**config.mk**
```make
export PLATFORM = sky130hd
export DESIGN_NAME = camera_reader
export DESIGN_NICKNAME = d
export VERILOG_FILES = /design/src/verilog/cam_vga_pkg.sv /design/src/verilog/camera_reader.sv
export SDC_FILE = /design/constraint.sdc
export NUM_CORES = 1
export LEC_CHECK = 0
export BUFFER_PORTS_ARGS = -buffer_cell sky130_fd_sc_hd__clkbuf_2
export CAP_MARGIN = 5
export CORE_ASPECT_RATIO = 1.75
export CORE_MARGIN = 1
export CORE_UTILIZATION = 45
export CTS_CLUSTER_DIAMETER = 50
export CTS_CLUSTER_SIZE = 8
export DETAILED_ROUTE_END_ITERATION = 10
export GPL_TIMING_DRIVEN = 0
export PLACE_DENSITY = 0.78
export SLEW_MARGIN = 10
export SYNTH_ARGS = -nofsm -noshare
export SYNTH_HDL_FRONTEND = slang
export SYNTH_SLANG_ARGS = --single-unit
```
**constraint.sdc**
```tcl
create_clock -name clk_24m -period 2.09 [get_ports clk_24m]
set_input_delay 0.418 -clock clk_24m [delete_from_list [all_inputs] [get_ports clk_24m]]
set_output_delay 0.418 -clock clk_24m [all_outputs]
set_load 0.01 [all_outputs]
```
**src/verilog/cam_vga_pkg.sv**
```systemverilog
package cam_vga_pkg;

	// ---------------------------------------------------------
	// data widths
	// ---------------------------------------------------------
	localparam int pix565_w = 16;	// one stored pixel, rgb565
	localparam int chan_w   = 8;	// one vga colour channel
	localparam int coord_w  = 12;	// raster x and y

	// ---------------------------------------------------------
	// stored image geometry
	// ---------------------------------------------------------
	localparam int default_img_w = 16;	// pixels per stored line
	localparam int default_img_h = 8;	// stored lines

	// camera byte pairing
	// rgb565 arrives as two bytes, high byte first
	typedef enum logic [1:0]
	{
		wait_frame,	// idle until first vsync edge
		byte_hi,	// next byte is r5 + g[5:3]
		byte_lo		// next byte is g[2:0] + b5
	} cam_state_t;

endpackage

```
**src/verilog/camera_reader.sv**
```systemverilog
module camera_reader
#(
	parameter int IMG_W = cam_vga_pkg::default_img_w,
	parameter int IMG_H = cam_vga_pkg::default_img_h
)
(
	input  logic					clk_24m,
	input  logic					rst_n,
	input  logic					cam_pclk,	// pixel strobe, sampled
	input  logic					cam_href,	// line valid
	input  logic					cam_vsync,	// frame start
	input  logic [7:0]				cam_data,
	output logic					cam_xclk,	// clk_24m / 2
	output logic					wr_en,
	output logic [$clog2(IMG_W*IMG_H)-1:0]		wr_addr,
	output logic [cam_vga_pkg::pix565_w-1:0]	wr_data
);

	import cam_vga_pkg::*;

	localparam int ADDR_W = $clog2(IMG_W*IMG_H);
	localparam int COL_W  = $clog2(IMG_W+1);	// holds IMG_W as "line full"
	localparam int ROW_W  = $clog2(IMG_H+1);	// holds IMG_H as "frame full"

	cam_state_t		state;
	logic			xclk_q;
	logic			vsync_d;	// previous vsync sample
	logic			href_d;		// previous href sample
	logic			vs_rise;
	logic			line_end;
	logic			byte_take;
	logic			pix_store;
	logic [7:0]		hi_byte;
	logic [COL_W-1:0]	col;
	logic [ROW_W-1:0]	row;

	assign vs_rise   = cam_vsync & ~vsync_d;	// low then high
	assign line_end  = href_d & ~cam_href;
	assign byte_take = cam_pclk & cam_href;

	// low byte in, still inside the stored image
	assign pix_store = (state == byte_lo) && byte_take && !vs_rise
		&& (col < COL_W'(IMG_W)) && (row < ROW_W'(IMG_H));

	// ---------------------------------------------------------
	// xclk and edge detect
	// ---------------------------------------------------------
	always_ff @(posedge clk_24m)
	begin
		if (!rst_n)
		begin
			xclk_q  <= 1'b0;
			vsync_d <= 1'b1;	// need a real low before the first edge
			href_d  <= 1'b0;
		end
		else
		begin
			xclk_q  <= ~xclk_q;
			vsync_d <= cam_vsync;
			href_d  <= cam_href;
		end
	end

	assign cam_xclk = xclk_q;

	// ---------------------------------------------------------
	// byte pairing FSM, column and row counters
	// ---------------------------------------------------------
	always_ff @(posedge clk_24m)
	begin
		if (!rst_n)
		begin
			state <= wait_frame;
			col   <= '0;
			row   <= '0;
			wr_en <= 1'b0;
		end
		else
		begin
			wr_en <= pix_store;	// one cycle after the low byte
			if (vs_rise)
			begin
				state <= byte_hi;	// arm, restart at address 0
				col   <= '0;
				row   <= '0;
			end
			else if (state != wait_frame)
			begin
				case (state)
					byte_hi: if (byte_take) state <= byte_lo;
					byte_lo: if (!cam_href || byte_take) state <= byte_hi;
					default: state <= state;
				endcase
				if (line_end)
				begin
					col <= '0;
					if (row != ROW_W'(IMG_H))	// saturate, extra lines dropped
						row <= row + 1'b1;
				end
				else if (state == byte_lo && byte_take && col != COL_W'(IMG_W))
					col <= col + 1'b1;
			end
		end
	end

	// payload
	always_ff @(posedge clk_24m)
	begin
		if (state == byte_hi && byte_take)
			hi_byte <= cam_data;
		if (pix_store)
		begin
			wr_data <= {hi_byte, cam_data};
			wr_addr <= ADDR_W'(row * IMG_W + col);	// row-major
		end
	end

endmodule

```
==> out/results.txt, run 1 <==
sequential power share = 63.9%
Buffers on Ports = 37
largest net degree at the start of global routing = 25
unrepaired setup endpoints after global routing = no
Area Growth Syn to Fin = 19.5%
Mapped Nets = 134
Die Y = 83.6 um
layout cells sized above 1 = 31.9%
complex-gate fraction of the synthesized area = 6.13%
final WL = 2.67 mm
Post-Syn Instances = 115
Post-CTS Setup Bufs = 0
number of max-cap violations = 0
WS Path Type = reg2reg
routed len/inst = 12.9 um
Seq/Total Area, Yosys = 71.8%
CTS root buf = clkbuf_8
Critical Path Sink Type = flip-flop
DRT iter0 DRCs = 19
post-DP HPWL = 2.00 mm
Mapped Area = 1710 um2
mean post-synth cell area = 14.9 um2
combinational power share = 2.7%
Leakage = 0.766 nW
post-synthesis mux area share = 0.584%
Clk pwr share = 33.4%
Place WS = 53.1 ps
Post-Synth Adder-Cell Area = 4.38%
final hold vios = 0
Crit Path Max Fanout = 24
met1 wire length = 1.02 mm
internal power = 1.23 mW
via/cell ratio = 5.00
setup ws final = 408 ps
global-route wire length before repair = 4.37 mm
Final ANT Viol Nets = 0
CTS tree = done
worst vdd ir = 0.528 mV
die width = 48.7 um
post-CTS resize count = 0
I/O Pins = 38
Final period util = 80.5%
largest family of logic cells by synthesized area = simple AND/OR/NAND/NOR gates
area of the multi-input gates = 454 um2
Placement Rows = 29
max layer used = met4
GR Overflow Total = 0
filler instances = 309
Power per Cell Area = 745 nW/um2
Synth Area in Simple Gates = 13.1%
Worst setup SP type = flip-flop
XOR/XNOR share of the synthesized area = 2.04%
nets = 178
DRC = 0
GPL Wtd Cong = 0.718
Worst Max-Slew Pin Slew = 681 ps
initial antenna violation count = 0
Initial Util = 47.2%
Clock Skews = 7.97 ps
Worst-path clk slew = 80 ps
Max H-tree Level = 2
Clock Latency Late Sink = 290 ps
Final Util = 56.4%
Hold-fix buffers, CTS = 0
number of synthesized register bits = 46
Max clock buf depth = 2
met3 wire length = 104 um
Worst Path Required = 2020 ps
met2 wire len = 1.47 mm
Pwr Total = 1.53 mW
shortest period the worst path allows = 1680 ps
status = completed
Hold WC Path Type = in2reg
Ys Warns = 0
die area = 4070 um2
clk sink count = 46
# diodes = 0
Area contributors post-synth = edfxtp_1 54%, dfxtp_1 18%, ha_1 4.4%
FMAX = 594 MHz
Core Region = 3630 um2
arrival time worst endpoint = 1610 ps
DRT Pass-1 Iters = 4
Setup Viol. Count Final = 0
Slew Viols, Final = 0
sw frac = 19.7%
sum of negative setup slack = 0 ps
post-synth top area cell = edfxtp_1
CTS buffer count = 5
FF+latch area = 1230 um2
Synth top area share = 54.3%
P_sw = 0.300 mW
Worst slew margin = 54.4%
library cells used by synthesis = 31
number of global-route vias before repair = 985
gr usage total = 14.4%
via count = 1029
-- routing by layer --
layer / vias up / global-route usage (%)
li1: 503 / -
met2: 28 / 25.9
met3: 6 / 3.46
met5: - / 0
met4: 0 / 8.82
met1: 492 / 14.3
-- registers in the layout (all words and copies together), names as in the netlist --
signal	cells
cam_xclk	1
wr_en	1
hi_byte	8
wr_addr	7
href_d	1
state	2
col	5
vsync_d	1
row	4
wr_data	16
-- synth_stat cells --
cell	n
a21boi_0	2
a21o_1	1
a21oi_1	5
a2bb2oi_1	1
a311oi_4	1
a31oi_1	1
and2_1	3
and3_2	1
and4b_1	1
buf_4	1
dfxtp_1	15
edfxtp_1	31
ha_1	6
inv_1	7
mux2i_1	1
nand2_1	4
nand2_4	1
nand2b_1	3
nand3_1	9
nand4_1	1
nand4bb_4	1
nor2_1	5
nor2b_1	1
nor3_1	1
nor3b_1	2
o21ai_0	2
o22ai_1	1
or2_2	1
or3_1	2
xnor2_1	2
xor2_1	2
-- cells by family (layout without fill, tap and decap cells) --
kind of cell | after synthesis | after routing
xor gates and xnor gates | 4 | 4
and+or+nand+nor | 36 | 36
DFF | 46 | 46
buffers and inverters | 8 | 53
AOI/OAI and AO/OA | 14 | 14
muxes | 1 | 1
adders and majority gates | 6 | 6
-- cell type report --
class                      count  area share [%]
inverter                       7            1.28
timing repair buffer          37            9.04
tap                           46            2.81
multi-input combinational     61            22.2
clock buffer                   6            3.54
sequential                    46            60.1
clock inverter                 2           0.672
buffer                         1           0.367
-- cells in the final DEF, fill, tap and decap left out --
cell type   n
xor2_1      2
nand2b_1    3
nand4bb_4   1
nor3b_1     1
nand2_1     4
or3_1       2
nor2b_1     1
nand3_1     9
nor3b_2     1
edfxtp_1   31
clkbuf_8    5
and4b_1     1
and2_1      3
ha_1        6
o22ai_1     1
clkinv_2    1
nor3_1      1
a2bb2oi_1   1
a311oi_4    1
dfxtp_1    15
xnor2_1     2
mux2i_1     1
a21oi_1     5
nand2_4     1
a31oi_1     1
clkbuf_2   37
clkinv_4    1
inv_1       7
clkbuf_1    1
buf_4       1
a21boi_0    2
nor2_1      5
a21o_1      1
and3_2      1
o21ai_0     2
or2_2       1
nand4_1     1
-- per-stage QoR --
step | area [um2] | hold WS (ps) | std cells
finish | 2050 | 319 | 206
global route | 2050 | 304 | 206
CTS | 2040 | 308 | 206
detailed placement | 1960 | 403 | 198
global placement | 1960 | 400 | 198
floorplan | 1710 | 400 | 115
-- worst paths after layout --
check / start / to / slack, ps / cells after the start
max reg2reg: state[1] / wr_addr[3] / 410 / 3
min: cam_data[3] / hi_byte[3] / 320 / 1
min reg2reg: cam_xclk / cam_xclk / 420 / 1
max: state[1] / wr_addr[3] / 410 / 3
-- power by group through the flow --
stage / sequential, mW / combinational [mW] / clock, mW
finish: 0.975 / 0.0410 / 0.509
floorplan: 0.997 / 0.0177 / 0
detailed placement: 0.996 / 0.0413 / 0
CTS: 0.975 / 0.0414 / 0.532
global route: 0.976 / 0.0455 / 0.562
global placement: 0.996 / 0.0388 / 0
-- worst max-delay path, cell delays in order, from the launching register on --
cell and delay [ps]:
dfxtp_1 430, and4b_1 220, buf_4 140, and3_2 520
No activity file was read; power rests on OpenSTA's default activity.
==> run 2: changes to the inputs <==
--- a/config.mk
+++ b/config.mk
@@ -14,7 +14,7 @@
 export CTS_CLUSTER_SIZE = 8
 export DETAILED_ROUTE_END_ITERATION = 10
 export GPL_TIMING_DRIVEN = 0
-export PLACE_DENSITY = 0.78
+export PLACE_DENSITY = 0.81
 export SLEW_MARGIN = 10
 export SYNTH_ARGS = -nofsm -noshare
 export SYNTH_HDL_FRONTEND = slang
==> constraint.sdc (replaced) <==
create_clock -name clk_24m -period 1.4 [get_ports clk_24m]
set_input_delay 0.28 -clock clk_24m [delete_from_list [all_inputs] [get_ports clk_24m]]
set_output_delay 0.28 -clock clk_24m [all_outputs]
set_load 0.01 [all_outputs]
==> run 2 against run 1 <==
Maximum frequency is 19% higher. Highest routed layer unchanged. Hold slack worse by 150 ps. Critical path depth is 2 higher. Combinational power is 64% higher. Flip-flop and latch count stayed put. Count of clock-buffer cells in the layout stayed put. The run now ends with negative setup slack left. Die area stayed put. Critical endpoint is now row[2]. Power is 50% higher. Clock skew is 1.5 ps higher. Cell count is 3.4% higher. Worst setup slack worse by 420 ps. Sequential power is 49% higher.
==> out/results.txt, run 2 (synthesis results as in run 1) <==
largest registers = wr_data: 16 flops, hi_byte: 8 flops, wr_addr: 7 flops
Hold-fix buffers, CTS = 0
placed instance area = 1970 um2
Clock Skews = 9.48 ps
CP Depth = 5
final hold vios = 0
Worst Path Buf+Inv = 1
CP max stage cell = dfxtp_4
Worst slew margin = 57.2%
Crit Path Max Fanout = 5
gr usage total = 16.1%
design area = 2150 um2
Leakage = 0.809 nW
GR Overflow Total = 0
sum of negative setup slack = -7.82 ps
violations in the final reports = negative setup slack
max reg flops = 16
I/O Pins = 38
Setup Viol. Count Final = 1
worst hold margin = 172 ps
Place WS = -132 ps
die width = 48.7 um
Final ANT Viol Nets = 0
largest net degree at the start of global routing = 15
Core Region = 3630 um2
worst reg2reg path depth = 5
worst vdd ir = 0.721 mV
Worst-path clk slew = 80 ps
Worst Path Required = 1620 ps
FMAX = 710 MHz
Buffers on Ports = 37
most frequent cells in the layout = 37 x clkbuf_2, 31 x edfxtp_1, 9 x nand3_1, 9 x dfxtp_1, 6 x buf_4
initial antenna violation count = 0
Final Util = 59.3%
global-route wire length before repair = 4.83 mm
CTS tree = done
shortest period the worst path allows = 1410 ps
Power per Cell Area = 1060 nW/um2
DRT iter0 DRCs = 45
layout cells sized above 1 = 41.3%
R2R setup slack = -8 ps
placed cell count = 198
delay-heaviest family, CP = compound AO/OA/AOI/OAI gates
DRC = 0
Initial Util = 47.2%
setup ws final = -7.82 ps
status = finished, violations left
post-DP HPWL = 2.05 mm
DRT Pass-1 Iters = 4
Max H-tree Level = 2
Clock Latency Late Sink = 290 ps
filler instances = 300
worst path cell trace = inv_4 > ha_4 > a311oi_4 > nand3_1 > a21oi_1
via/cell ratio = 5.20
nets = 185
Worst Max-Slew Pin Slew = 639 ps
Final period util = 101%
final std cells w/o fill = 213
number of max-cap violations = 0
unrepaired setup endpoints after global routing = yes
Top reg by flops = wr_data
Area Growth Syn to Fin = 25.6%
die area = 4070 um2
commonest non-fill, non-tap cell in the layout = clkbuf_2
Placement Rows = 29
GPL Wtd Cong = 0.756
via count = 1108
Critical Path Sink Type = flip-flop
number of global-route vias before repair = 1074
routed len/inst = 14.9 um
Hold WC Path Type = in2reg
hold depth = 1
Worst setup SP type = flip-flop
# diodes = 0
final WL = 3.18 mm
Max clock buf depth = 2
clk sink count = 46
arrival time worst endpoint = 1620 ps
Die Y = 83.6 um
CTS buffer count = 5
WS Path Type = reg2reg
Pwr Total = 2.28 mW
CP peak stage delay = 390 ps
Slew Viols, Final = 0
CTS root buf = clkbuf_8
==> run 2: per-layer routing <==
| metal | wire length [um] | GRT usage [%] | up-vias |
|---|---|---|---|
| met1 | 1120 | 15.2 | 520 |
| met5 | 0 | 0 | - |
| met3 | 160 | 4.55 | 14 |
| met2 | 1760 | 28.5 | 51 |
| li1 | - | - | 523 |
| met4 | 137 | 11.5 | 0 |
==> run 2: layout make-up <==
type                    count  area [um2]  area share, %
clock inverters             2        13.8          0.639
flip-flops and latches     46        1250           58.0
repair buffers             43         230           10.7
inverters                   7        28.8           1.34
clock buffers               6        72.6           3.37
plain buffers               1        11.3          0.523
well taps                  46        57.6           2.67
multi-input cells          62         490           22.8
==> run 2: final timing paths <==
kind / start / end
max: row[0] / row[2]
min reg2reg: hi_byte[2] / wr_data[10]
max reg2reg: row[0] / row[2]
min: cam_data[1] / wr_data[1]
==> run 2: report_power, final <==
part | leakage, nW | internal (mW) | switching [mW] | total, mW
clock | 0.0452 | 0.352 | 0.416 | 0.768
sequential | 0.406 | 1.44 | 0.00585 | 1.45
combinational | 0.358 | 0.0283 | 0.0388 | 0.0671
==> run 2: what timing repair did <==
action,CTS,global route
pin swaps,1,2
setup buffers,1,5
resized for setup,8,11
setup endpoints to repair,29,20
cloned,1,0
==> run 3: changes to the inputs <==
--- a/config.mk
+++ b/config.mk
@@ -11,10 +11,10 @@
 export CORE_MARGIN = 1
 export CORE_UTILIZATION = 45
 export CTS_CLUSTER_DIAMETER = 50
-export CTS_CLUSTER_SIZE = 8
+export CTS_CLUSTER_SIZE = 25
 export DETAILED_ROUTE_END_ITERATION = 10
 export GPL_TIMING_DRIVEN = 0
-export PLACE_DENSITY = 0.81
+export PLACE_DENSITY = 0.71
 export SLEW_MARGIN = 10
 export SYNTH_ARGS = -nofsm -noshare
 export SYNTH_HDL_FRONTEND = slang
==> run 3 against run 2 <==
The run now ends clean. Sequential power about the same. Critical path depth unchanged. First-iteration DRC count decreased by 36%. Global-route usage decreased by 0.80 points. Clock power increased by 3.6%. Die area unchanged. Via count increased by 0.36%. Clock skew decreased by 5.8 ps. Flip-flop and latch count unchanged. Cell count increased by 0.94%. Utilization increased by 1.6 points. Maximum frequency increased by 2.2%. Critical endpoint is now col[3].
==> out/results.txt, run 3 (synthesis results as in run 1) <==
most frequent cells in the layout = 37 x clkbuf_2, 31 x edfxtp_1, 9 x dfxtp_1
R2R setup slack = 20 ps
gr usage total = 15.3%
Leakage = 0.821 nW
Critical Path Sink Type = flip-flop
Hold WC Path Type = in2reg
CP max stage cell = or3_4
placed instance area = 1970 um2
RR Endpoint = col[3]
initial antenna violation count = 0
Worst setup SP type = flip-flop
Max clock buf depth = 2
delay-heaviest family, CP = simple AND/OR/NAND/NOR gates
CTS root buf = clkbuf_8
GR Overflow Total = 0
Worst slew margin = 55.7%
final WL = 3.26 mm
Power per Cell Area = 1050 nW/um2
Worst Max-Slew Pin Slew = 662 ps
unrepaired setup endpoints after global routing = yes
CP Depth = 5
worst reg2reg path depth = 5
Top reg by flops = wr_data
Initial Util = 47.2%
post-DP HPWL = 2.00 mm
worst path cell trace = and4b_1 > buf_6 > nand2_4 > or3_4 > a31oi_4
worst vdd ir = 0.894 mV
I/O Pins = 38
largest registers = wr_data: 16 flops, hi_byte: 8 flops, wr_addr: 7 flops
arrival time worst endpoint = 1600 ps
Slew Viols, Final = 0
# diodes = 0
Worst Path Buf+Inv = 1
Final ANT Viol Nets = 0
min-delay src = cam_data[1]
Worst Path Required = 1620 ps
shortest period the worst path allows = 1380 ps
global-route wire length before repair = 4.59 mm
max layer used = met4
GPL Wtd Cong = 0.706
DRT iter0 DRCs = 29
nets = 187
setup ws final = 22.8 ps
commonest non-fill, non-tap cell in the layout = clkbuf_2
Worst Setup EP = col[3]
routed len/inst = 15.2 um
Die Y = 83.6 um
Hold-fix buffers, CTS = 0
DRT Pass-1 Iters = 4
clk sink count = 46
max reg flops = 16
final hold vios = 0
worst hold margin = 167 ps
via/cell ratio = 5.17
design area = 2210 um2
Placement Rows = 29
Crit Path Max Fanout = 6
via count = 1112
Critical Path Source = state[0]
CTS buffer count = 5
RR Startpoint = state[0]
layout cells sized above 1 = 45.0%
Buffers on Ports = 37
status = completed
die area = 4070 um2
Max H-tree Level = 2
largest net degree at the start of global routing = 16
Clock Latency Late Sink = 300 ps
met2 wire len = 1.91 mm
CP peak stage delay = 350 ps
Clock Skews = 3.65 ps
sum of negative setup slack = 0 ps
met3 wire length = 122 um
number of max-cap violations = 0
FMAX = 726 MHz
Final period util = 98.4%
die width = 48.7 um
met1 wire length = 1.16 mm
Setup Viol. Count Final = 0
CTS tree = done
Worst-path clk slew = 80 ps
Area Growth Syn to Fin = 28.9%
Core Region = 3630 um2
Final Util = 60.9%
Place WS = -132 ps
DRC = 0
number of global-route vias before repair = 1069
WS Path Type = reg2reg
## run 3: how the worst min path moves through the flow
| stage | to | slack (ps) | cells past startpoint |
|---|---|---|---|
| 2_1_floorplan | vsync_d | 350 | 1 |
| 3_3_place_gp | wr_data[13] | 400 | 0 |
| 3_5_place_dp | wr_data[9] | 400 | 0 |
| 4_1_cts | wr_data[1] | 160 | 1 |
| 5_1_grt | wr_data[5] | 160 | 1 |
| 6_report | wr_data[1] | 170 | 1 |
## run 3: where the power goes
part | switching, mW | leakage, nW | internal, mW | total, mW
Sequential | 0.00536 | 0.405 | 1.45 | 1.45
Combinational | 0.0388 | 0.371 | 0.0285 | 0.0673
Clock | 0.445 | 0.0441 | 0.350 | 0.796
## run 3: metal layers
layer  track usage, %  vias up
met5                0        -
met4             9.09        0
met3             4.19        5
met2             29.3       25
met1             13.3      557
li1                 -      525
## run 3: worst reg2reg max path: stages (launching register included)
cell     delay (ps)
dfxtp_2         340
and4b_1         250
buf_6           130
nand2_4          60
or3_4           350
a31oi_4         170
## run 3: through the flow
step / power [mW] / instances
after detailed placement: 1.55 / 198
after global routing: 2.39 / 215
after global placement: 1.55 / 198
after CTS: 2.32 / 209
after floorplan: 1.52 / 115
final: 2.31 / 215
## run 3: repair_timing
action	4_1_cts	5_1_grt
pin swaps	2	6
endpoints found under the setup margin	31	18
resized for setup	7	18
gates cloned	1	1
buffers inserted	2	5
## run 3: cell type report
cell class	instances	area, um2
multi-input combinational	63	537
inverter	7	26.3
fill	297	1420
clock buffer	5	68.8
sequential	46	1250
timing repair buffer	44	241
tap	46	57.6
clock inverter	3	21.3
buffer	1	11.3
